[src/design/median_pkg.sv]
package median_pkg;

    // ------------------------------------------------------------------------
    // Pixel format
    // ------------------------------------------------------------------------
    localparam int CH_W   = 8;             // Bits per colour channel
    localparam int NUM_CH = 3;
    localparam int PIX_W  = CH_W * NUM_CH;

    typedef logic [CH_W-1:0]  chan_t;
    typedef logic [PIX_W-1:0] pix_t;       // Red in [23:16], blue in [7:0]

    // Pipeline depths
    localparam int WIN_LAT   = 1;          // Input to window taps
    localparam int MED_LAT   = 3;          // Window taps to median
    localparam int ALIGN_LAT = WIN_LAT + MED_LAT;

    // ------------------------------------------------------------------------
    // Three-value sorter, result packed as {max, mid, min}
    // ------------------------------------------------------------------------
    function automatic logic [3*CH_W-1:0] sort3(input chan_t a, input chan_t b,
                                                input chan_t c);
        chan_t hi;
        chan_t lo;
        chan_t mx;
        chan_t md;
        chan_t mn;
        hi = (a > b) ? a : b;
        lo = (a > b) ? b : a;
        mx = (hi > c) ? hi : c;
        mn = (lo < c) ? lo : c;
        // Middle is c unless it lies outside [lo, hi]
        if (c > hi)
            md = hi;
        else if (c < lo)
            md = lo;
        else
            md = c;
        return {mx, md, mn};
    endfunction

endpackage

[src/design/video_align.sv]
`timescale 1ns/10ps

module video_align (
    input  logic             clk,
    input  logic             rst_n,
    input  logic             en,           // Low selects the raw stream
    input  logic             pre_vs,
    input  logic             pre_de,
    input  median_pkg::pix_t pre_data,
    input  logic             win_vs,       // Controls at the window taps
    input  logic             win_de,
    input  median_pkg::pix_t med_data,     // Median network output
    output logic             post_vs,
    output logic             post_de,
    output median_pkg::pix_t post_data
);

    localparam int D = median_pkg::MED_LAT;

    logic [D-1:0] vs_dly;
    logic [D-1:0] de_dly;

    // ------------------------------------------------------------------------
    // Control delay line, matches the median network depth
    // ------------------------------------------------------------------------
    always_ff @(posedge clk or negedge rst_n) begin
        if (!rst_n) begin
            vs_dly <= '0;
            de_dly <= '0;
        end else begin
            vs_dly <= {vs_dly[D-2:0], win_vs};
            de_dly <= {de_dly[D-2:0], win_de};
        end
    end

    // Bypass is purely combinational
    assign post_vs   = en ? vs_dly[D-1] : pre_vs;
    assign post_de   = en ? de_dly[D-1] : pre_de;
    assign post_data = en ? med_data : pre_data;

    // Filtered stream keeps every active pixel inside the frame
    a_de_in_frame: assert property (@(posedge clk) disable iff (!rst_n)
        (en && post_de) |-> post_vs);

endmodule

[config.mk]
export PLATFORM = sky130hd
export DESIGN_NAME = video_align
export DESIGN_NICKNAME = d
export VERILOG_FILES = /design/src/design/median_pkg.sv /design/src/design/video_align.sv
export SDC_FILE = /design/constraint.sdc
export NUM_CORES = 1
export LEC_CHECK = 0
export BUFFER_PORTS_ARGS = -buffer_cell sky130_fd_sc_hd__buf_4
export CAP_MARGIN = 20
export CELL_PAD_IN_SITES_DETAIL_PLACEMENT = 0
export CELL_PAD_IN_SITES_GLOBAL_PLACEMENT = 1
export CORE_MARGIN = 1.5
export CORE_UTILIZATION = 21
export DETAILED_ROUTE_END_ITERATION = 6
export GPL_ROUTABILITY_DRIVEN = 1
export MAX_ROUTING_LAYER = met4
export PLACE_DENSITY = 0.84
export SLEW_MARGIN = 25
export SYNTH_ARGS = -nofsm -noshare
export SYNTH_HDL_FRONTEND = slang
export SYNTH_SLANG_ARGS = --single-unit
[constraint.sdc]
create_clock -name clk -period 3.07 [get_ports clk]
set_input_delay 0.7675 -clock clk [delete_from_list [all_inputs] [get_ports clk]]
set_output_delay 0.7675 -clock clk [all_outputs]
set_load 0.01 [all_outputs]
==> metrics.cfg <==
[synthesis]
synth_compound_area_frac = 0
synth_top_family_by_area = multiplexers
synthSimpleGateAreaFrac = 0
syn_area_per_cell_um2 = 16.3
yosysWarnings = 0
syn_area_um2 = 569
yosys.area_share.adder = 0
synth-seq-cells = 6
synth_xor_area_frac = 0
ys_seq_area_frac = 0.264
synthDistinctLibCells = 5
muxShareOfSynthArea = 0.646
syn_inst = 35
syn-num-nets = 90

[sta]
slew_headroom = 0.721
slew_violations = 0
setup_viol_count_final = 0
fmax_mhz = 412
whs_ns = 0.315
finalSetupTns_ns = 0
finalCritPeriodShare = 0.790
hold_viol_final = 0
worstMarginPinSlew_ns = 0.419
finalClockSkew_ns = 0.00890
rsz0062_at_grt = no
fin_crit_ns = 2.43

[detailed_routing]
wl_um = 1610
wl_met3_um = 303
drt_iter0_markers = 1
met2_length_um = 807
postRouteAntennaNets = 0
highest_layer = met3
drc = 0
vias = 597
routedLengthMet1_um = 495
viasPerCell = 4.12
drt_first_pass_iters = 2
wl_per_cell_um = 11.1

[placement]
gp_congestion = 0.603
dpl-instance-area_um2 = 1160
portBuffers = 80

[layout]
mostFrequentLayoutCells = buf_4, mux2_4, mux2_2, dfrtp_1, clkbuf_4
area_delta_synth_final_pct = 107
final_util = 0.467
fin_nets = 172
layout_commonest_cell = buf_4
finalInstanceArea_um2 = 1180
drive_above_1_share = 0.948
antennaDiodeCount = 0
n_fill_cell = 231

[clock_network]
clk_pin_slew_ns = 0.05
post_cts_buffers = 0
cts-resized-gates = 0
tritoncts = done
cts-buffers-inserted = 3
htreeDepth = 1
numClockSinks = 6
holdBufCountCts = 0
clock_latency_ns = 0.25
cts.path.max_buffers = 2
clockRootBuffer = clkbuf_4

[grt]
grt_max_degree = 27
grt_pass1_vias = 522
antenna_found_initial = 0
track_usage = 0.0893
grt_overflow = 0
grt_pass1_wl_um = 1900

[critical_path]
arrival_ns = 1.66
required_ns = 2.30
crit_fanout = 26
worst_setup_path_end_kind = primary output
path_class = in -> out
startpoint_type = input port

[floorplan]
start_util = 0.226
die_y_um = 55.1
dieArea_um2 = 3030
fp.coreArea_um2 = 2520
rows = 18
die_w_um = 55.1
pin_count = 81

[flow_run]
drv_cap = 0

[worst_hold_path]
hp-class = in -> async

[outcome]
outcome = complete, no violations

[pwr]
power.density_nw_per_um2 = 267
leakage_uw = 0.000656
peakVddDrop_v = 0.000363

## synthesized netlist by cell type
library cell	n	area share
buf_12	2	0.070
buf_6	1	0.020
dfrtp_1	6	0.26
mux2_2	6	0.12
mux2_4	20	0.53
## per-layer routing
layer / global-route usage / up-vias
li1: - / 289
met1: 0.0767 / 251
met2: 0.185 / 57
met3: 0.0403 / 0
met4: 0 / 0
met5: - / -
## cell type report
type	instances	area (µm²)	area share
repair buffers	80	601	0.510
multi-input cells	26	368	0.312
flip-flops and latches	6	150	0.127
well taps	30	37.5	0.0318
clock buffers	3	22.5	0.0191
## state kept, by name, summed over array words and instances (netlist names)
signal,count
de_dly,3
vs_dly,3
## power by group
group / internal, µW / switching, µW
Combinational: 110 / 47.4
Clock: 44.2 / 28.3
Sequential: 83.3 / 1.27
Total: 238 / 77.0
## worst max-delay path, cell delays in order
cell	delay, ns
buf_4	0.36
mux2_2	0.39
buf_4	0.14
## logic make-up (layout without fill, tap and decap cells)
logic type / Yosys count / after routing
muxes: 26 / 26
buffers and inverters: 3 / 83
DFF: 6 / 6
## through the flow
step / setup WS [ns] / std cells / total power [µW]
4_1_cts: 0.624 / 145 / 318
2_1_floorplan: 0.963 / 35 / 157
5_1_grt: 0.594 / 145 / 332
3_3_place_gp: 0.650 / 142 / 242
3_5_place_dp: 0.627 / 142 / 245
6_report: 0.645 / 145 / 315
## final timing paths
kind	from	to	slack [ns]	cells after the start
setup / recovery	en	post_data[22]	0.64	3
hold reg to reg	de_dly[1]$_DFF_PN0_	de_dly[2]$_DFF_PN0_	0.33	0
setup reg to reg	de_dly[0]$_DFF_PN0_	de_dly[1]$_DFF_PN0_	2.58	0
hold / removal	rst_n	de_dly[0]$_DFF_PN0_	0.31	1
max in group asynchronous	rst_n	vs_dly[0]$_DFF_PN0_	2.63	1
min in group clk	de_dly[1]$_DFF_PN0_	de_dly[2]$_DFF_PN0_	0.33	0
(Power assumes the default switching activity.)
