## config.mk

```make
export PLATFORM = sky130hd
export DESIGN_NAME = median3x3
export DESIGN_NICKNAME = d
export VERILOG_FILES = /design/src/design/median_pkg.sv /design/src/design/median3x3.sv
export SDC_FILE = /design/constraint.sdc
export NUM_CORES = 1
export LEC_CHECK = 0
export BUFFER_PORTS_ARGS = -buffer_cell sky130_fd_sc_hd__buf_2
export CAP_MARGIN = 15
export CELL_PAD_IN_SITES_DETAIL_PLACEMENT = 0
export CELL_PAD_IN_SITES_GLOBAL_PLACEMENT = 1
export CORE_MARGIN = 1
export CORE_UTILIZATION = 48
export DETAILED_ROUTE_END_ITERATION = 10
export GPL_ROUTABILITY_DRIVEN = 1
export PLACE_DENSITY_LB_ADDON = 0.15
export SKIP_LAST_GASP = 1
export SYNTH_ARGS = -nofsm -noshare
export SYNTH_HDL_FRONTEND = slang
export SYNTH_SLANG_ARGS = --single-unit
export TNS_END_PERCENT = 1
```

## constraint.sdc

```tcl
create_clock -name clk -period 9.1 [get_ports clk]
set_input_delay 0.91 -clock clk [delete_from_list [all_inputs] [get_ports clk]]
set_output_delay 0.91 -clock clk [all_outputs]
set_load 0.02 [all_outputs]
```

## src/design/median_pkg.sv

```systemverilog
package median_pkg;

    // ------------------------------------------------------------------------
    // Pixel format
    // ------------------------------------------------------------------------
    localparam int CH_W   = 8;             // Bits per colour channel
    localparam int NUM_CH = 3;
    localparam int PIX_W  = CH_W * NUM_CH;

    typedef logic [CH_W-1:0]  chan_t;
    typedef logic [PIX_W-1:0] pix_t;       // Red in [23:16], blue in [7:0]

    // Pipeline depths
    localparam int WIN_LAT   = 1;          // Input to window taps
    localparam int MED_LAT   = 3;          // Window taps to median
    localparam int ALIGN_LAT = WIN_LAT + MED_LAT;

    // ------------------------------------------------------------------------
    // Three-value sorter, result packed as {max, mid, min}
    // ------------------------------------------------------------------------
    function automatic logic [3*CH_W-1:0] sort3(input chan_t a, input chan_t b,
                                                input chan_t c);
        chan_t hi;
        chan_t lo;
        chan_t mx;
        chan_t md;
        chan_t mn;
        hi = (a > b) ? a : b;
        lo = (a > b) ? b : a;
        mx = (hi > c) ? hi : c;
        mn = (lo < c) ? lo : c;
        // Middle is c unless it lies outside [lo, hi]
        if (c > hi)
            md = hi;
        else if (c < lo)
            md = lo;
        else
            md = c;
        return {mx, md, mn};
    endfunction

endpackage

```

## src/design/median3x3.sv

```systemverilog
`timescale 1ns/10ps

module median3x3 (
    input  logic              clk,
    input  logic              rst_n,
    input  median_pkg::chan_t p11,
    input  median_pkg::chan_t p12,
    input  median_pkg::chan_t p13,
    input  median_pkg::chan_t p21,
    input  median_pkg::chan_t p22,
    input  median_pkg::chan_t p23,
    input  median_pkg::chan_t p31,
    input  median_pkg::chan_t p32,
    input  median_pkg::chan_t p33,
    output median_pkg::chan_t med
);

    localparam int W = median_pkg::CH_W;

    logic [3*W-1:0] row_srt [3];           // {max, mid, min} per row
    logic [3*W-1:0] row_q   [3];
    logic [3*W-1:0] max_srt;
    logic [3*W-1:0] mid_srt;
    logic [3*W-1:0] min_srt;
    logic [3*W-1:0] fin_srt;

    median_pkg::chan_t min_of_max;
    median_pkg::chan_t mid_of_mid;
    median_pkg::chan_t max_of_min;

    // ------------------------------------------------------------------------
    // Stage 1: sort each row
    // ------------------------------------------------------------------------
    assign row_srt[0] = median_pkg::sort3(p11, p12, p13);
    assign row_srt[1] = median_pkg::sort3(p21, p22, p23);
    assign row_srt[2] = median_pkg::sort3(p31, p32, p33);

    always_ff @(posedge clk or negedge rst_n) begin
        if (!rst_n) begin
            for (int i = 0; i < 3; i++) begin
                row_q[i] <= '0;
            end
        end else begin
            for (int i = 0; i < 3; i++) begin
                row_q[i] <= row_srt[i];
            end
        end
    end

    // Stage 2: sort the columns of the row results
    assign max_srt = median_pkg::sort3(row_q[0][3*W-1:2*W], row_q[1][3*W-1:2*W],
                                       row_q[2][3*W-1:2*W]);
    assign mid_srt = median_pkg::sort3(row_q[0][2*W-1:W], row_q[1][2*W-1:W],
                                       row_q[2][2*W-1:W]);
    assign min_srt = median_pkg::sort3(row_q[0][W-1:0], row_q[1][W-1:0],
                                       row_q[2][W-1:0]);

    always_ff @(posedge clk or negedge rst_n) begin
        if (!rst_n) begin
            min_of_max <= '0;
            mid_of_mid <= '0;
            max_of_min <= '0;
        end else begin
            min_of_max <= max_srt[W-1:0];
            mid_of_mid <= mid_srt[2*W-1:W];
            max_of_min <= min_srt[3*W-1:2*W];
        end
    end

    // Stage 3: median of the three candidates is the window median
    assign fin_srt = median_pkg::sort3(min_of_max, mid_of_mid, max_of_min);

    always_ff @(posedge clk or negedge rst_n) begin
        if (!rst_n)
            med <= '0;
        else
            med <= fin_srt[2*W-1:W];
    end

    // Border masking upstream must keep unwritten line buffer data out
    a_med_known: assert property (@(posedge clk) disable iff (!rst_n) !$isunknown(med));

endmodule

```

==> qor.yml <==
routing:
  first_iter_violations: 444
  drt-total-wl_mm: 24.0
  dr.pass1.iters: 8
  avgRoutedWirePerCell_um: 17.8
  drt-vias-per-instance: 5.65
  vias: 7609
  drc: 6
  final_antenna_net_count: 0
timing:
  tightest_slew_ps: 1050
  finalHoldViolCount: 0
  slew_headroom_pct: 29.8
  finalClockSkew_ps: 10.0
  max_freq_mhz: 233
  tns_ps: 0
  grt_setup_unrepaired: "no"
  maxSlewViolCount: 0
  finalSetupViolations: 0
  period_minus_slack_ps: 4290
  min_period_over_period_pct: 47.2
clock_tree:
  cts_resized: 0
  clock-root-buffer: "clkbuf_16"
  clkLatencyLatePin_ps: 360
  cts_setup_buffers: 0
  cts_num_sinks: 104
  htreeDepth: 3
  cts_tree: "built"
  clk_path_buf_depth: 2
  clkTransAtPathRegs_ps: 80
  numCtsBuffers: 9
  hold_buffers: 0
worst_hold_path:
  hold_class: "primary input to asynchronous set/reset pin"
synthesis:
  syn_area_per_cell_um2: 8.60
  ys_seq_area_share_pct: 29.0
  synth-seq-cells: 104
  synth_warnings: 0
  synth_cell_types: 45
  syn_area_um2: 8970
  syn_inst: 1043
  syn-num-nets: 1266
power:
  power_frac_clock_pct: 10.5
  p_seq_share_pct: 22.3
  vdd_drop_max_mv: 0.158
  power_switching_mw: 1.80
  p_comb_share_pct: 67.2
  p_int_mw: 2.01
  swShare_pct: 47.3
  p_leak_nw: 5.07
  powerDensity_nw_per_um2: 385
layout:
  antennaDiodeCount: 0
  nets: 1335
  areaGrowthSynthToFinish_pct: 10.5
  layout-drive-gt1-share_pct: 13.2
  stdcell_count: 1346
critical_path:
  ff2ff_setup_slack_ps: 4840
  critPathMaxFanout: 29
  worst-setup-path-type: "primary input to register"
  crit_path_start_kind: "primary input"
  end_kind: "register"
  arrival_ps: 4560
  required_ps: 9370
global_route:
  grt_use_total_pct: 25.7
  antenna_found_initial: 0
  gr-total-overflow: 0
  grt_max_degree: 85
  grt_pass1_vias: 7385
  grt_pass1_wl_mm: 38.7
floorplanning:
  num_rows: 49
  start_util_pct: 49.4
  dieHeight_um: 139
  ios: 82
  core_um2: 18100
  die_area_um2: 19200
  die_w_um: 139
outcome:
  status: "finished, violations left"
  violations: "DRC"
placed_design:
  io_buffers: 81
  hpwl_mm: 19.3
  gp_congestion: 0.923
  place_inst: 1330
job:
  max_cap_viol_count: 0
[worst max-delay path, stage by stage]
cell and delay, ps:
buf_2 100, inv_1 80, ha_1 300, nor2b_1 130, o21ai_0 80, a21o_1 170
a21oi_2 110, buf_4 300, mux2i_1 360, ha_1 310, a21o_1 160, a21o_1 170
a211o_1 450, nor2b_1 310, a222oi_1 380, a21boi_0 230
[worst paths after layout]
path | startpoint | to | cells past startpoint
worst max-delay path | p22[1] | row_q[39] | 16
worst min-delay path | rst_n | med[1] | 1
worst max register to register | mid_of_mid[1] | med[4] | 14
worst min register to register | row_q[19] | min_of_max[3] | 1
max in group asynchronous | rst_n | row_q[55] | 2
min in group clk | row_q[19] | min_of_max[3] | 1
[registers in the layout (all words and copies together), names as in the netlist]
name,count
min_of_max,8
med,8
row_q,72
mid_of_mid,8
max_of_min,8
[Yosys cell counts, drive strengths merged]
| library cell | instances | area share, % |
|---|---|---|
| a211o | 5 | 0.49 |
| a211oi | 1 | 0.084 |
| a21bo | 1 | 0.11 |
| a21boi | 9 | 0.75 |
| a21o | 27 | 2.3 |
| a21oi | 115 | 6.5 |
| a221o | 8 | 0.89 |
| a221oi | 24 | 2.5 |
| a222oi | 10 | 1.1 |
| a22o | 2 | 0.20 |
| a22oi | 7 | 0.59 |
| a31o | 1 | 0.098 |
| a31oi | 2 | 0.28 |
| and2 | 10 | 0.70 |
| and3 | 10 | 0.70 |
| and4 | 4 | 0.39 |
| buf | 9 | 0.49 |
| clkbuf | 21 | 0.88 |
| dfrtp | 104 | 29 |
| ha | 149 | 21 |
| inv | 132 | 5.5 |
| mux2 | 29 | 3.6 |
| mux2i | 34 | 3.8 |
| nand2 | 45 | 1.9 |
| nand2b | 10 | 0.70 |
| nand3 | 7 | 0.39 |
| nand4 | 28 | 2.0 |
| nor2 | 102 | 4.3 |
| nor2b | 30 | 2.1 |
| nor3 | 5 | 0.28 |
| o211a | 1 | 0.11 |
| o211ai | 7 | 0.64 |
| o21a | 11 | 0.92 |
| o21ai | 68 | 3.8 |
| o22a | 1 | 0.098 |
| o22ai | 8 | 0.56 |
| o31a | 2 | 0.20 |
| or2 | 3 | 0.21 |
| or3 | 1 | 0.070 |
[routing by layer]
metal	up-vias	routed length (um)	track usage (%)
met5	-	0	0
met4	0	503	8.01
met3	31	737	2.94
met2	170	11200	43.0
met1	3527	11500	34.9
li1	3881	-	-
[through the flow]
step / hold slack (ps) / total power, mW / area [um^2] / util (%) / setup WS (ps)
floorplan: 481 / 2.75 / 8970 / - / 4940
global placement: 536 / 3.36 / 9600 / 52.9 / 4550
detailed placement: 536 / 3.39 / 9600 / 52.9 / 4490
CTS: 431 / 3.81 / 9910 / 54.6 / 4830
global route: 448 / 4.20 / 9910 / 54.6 / 4370
finish: 431 / 3.81 / 9910 / 54.6 / 4810
[area by class of cell]
class                           count  area, um^2
Timing Repair Buffer               88         460
Tap cell                          229         287
Multi-Input combinational cell    777        5760
Inverter                          132         495
Clock buffer                       10         239
Sequential cell                   104        2600
Fill cell                        1720        8240
Clock inverter                      6        67.6
[power by group through the flow]
stage          combinational (mW)  clock, mW  sequential, mW
5_1_grt                      2.91      0.429           0.867
3_3_place_gp                 2.51          0           0.855
6_report                     2.56      0.401           0.849
3_5_place_dp                 2.53          0           0.853
4_1_cts                      2.55      0.409           0.847
2_1_floorplan                1.97          0           0.781
[cells in the final DEF, fill, tap and decap left out, types with 7 or more instances in the layout]
cell type | Yosys | routed
a21boi_0 | 9 | 9
a21o_1 | 27 | 27
a21oi_1 | 114 | 111
a221o_1 | 8 | 8
a221oi_1 | 23 | 23
a222oi_1 | 10 | 10
a22oi_1 | 7 | 7
and2_1 | 10 | 10
and3_1 | 10 | 10
buf_2 | 8 | 80
buf_4 | 0 | 8
clkbuf_16 | 0 | 9
dfrtp_1 | 104 | 104
ha_1 | 149 | 149
inv_1 | 132 | 132
mux2_2 | 29 | 29
mux2i_1 | 34 | 34
nand2_1 | 44 | 44
nand2b_1 | 10 | 10
nand3_1 | 7 | 7
nand4_1 | 28 | 28
nor2_1 | 102 | 102
nor2b_1 | 30 | 30
o21a_1 | 11 | 11
o21ai_0 | 64 | 64
o22ai_1 | 8 | 8
[logic make-up after synthesis]
group                      after synthesis  share of synthesized area, %
AOI/OAI and AO/OA                      310                          22.2
adders and majority gates              149                          20.8
buffers and inverters                  162                          6.89
DFF                                    104                          29.0
muxes                                   63                          7.44
and+or+nand+nor                        255                          13.7
(Power assumes the default switching activity.)
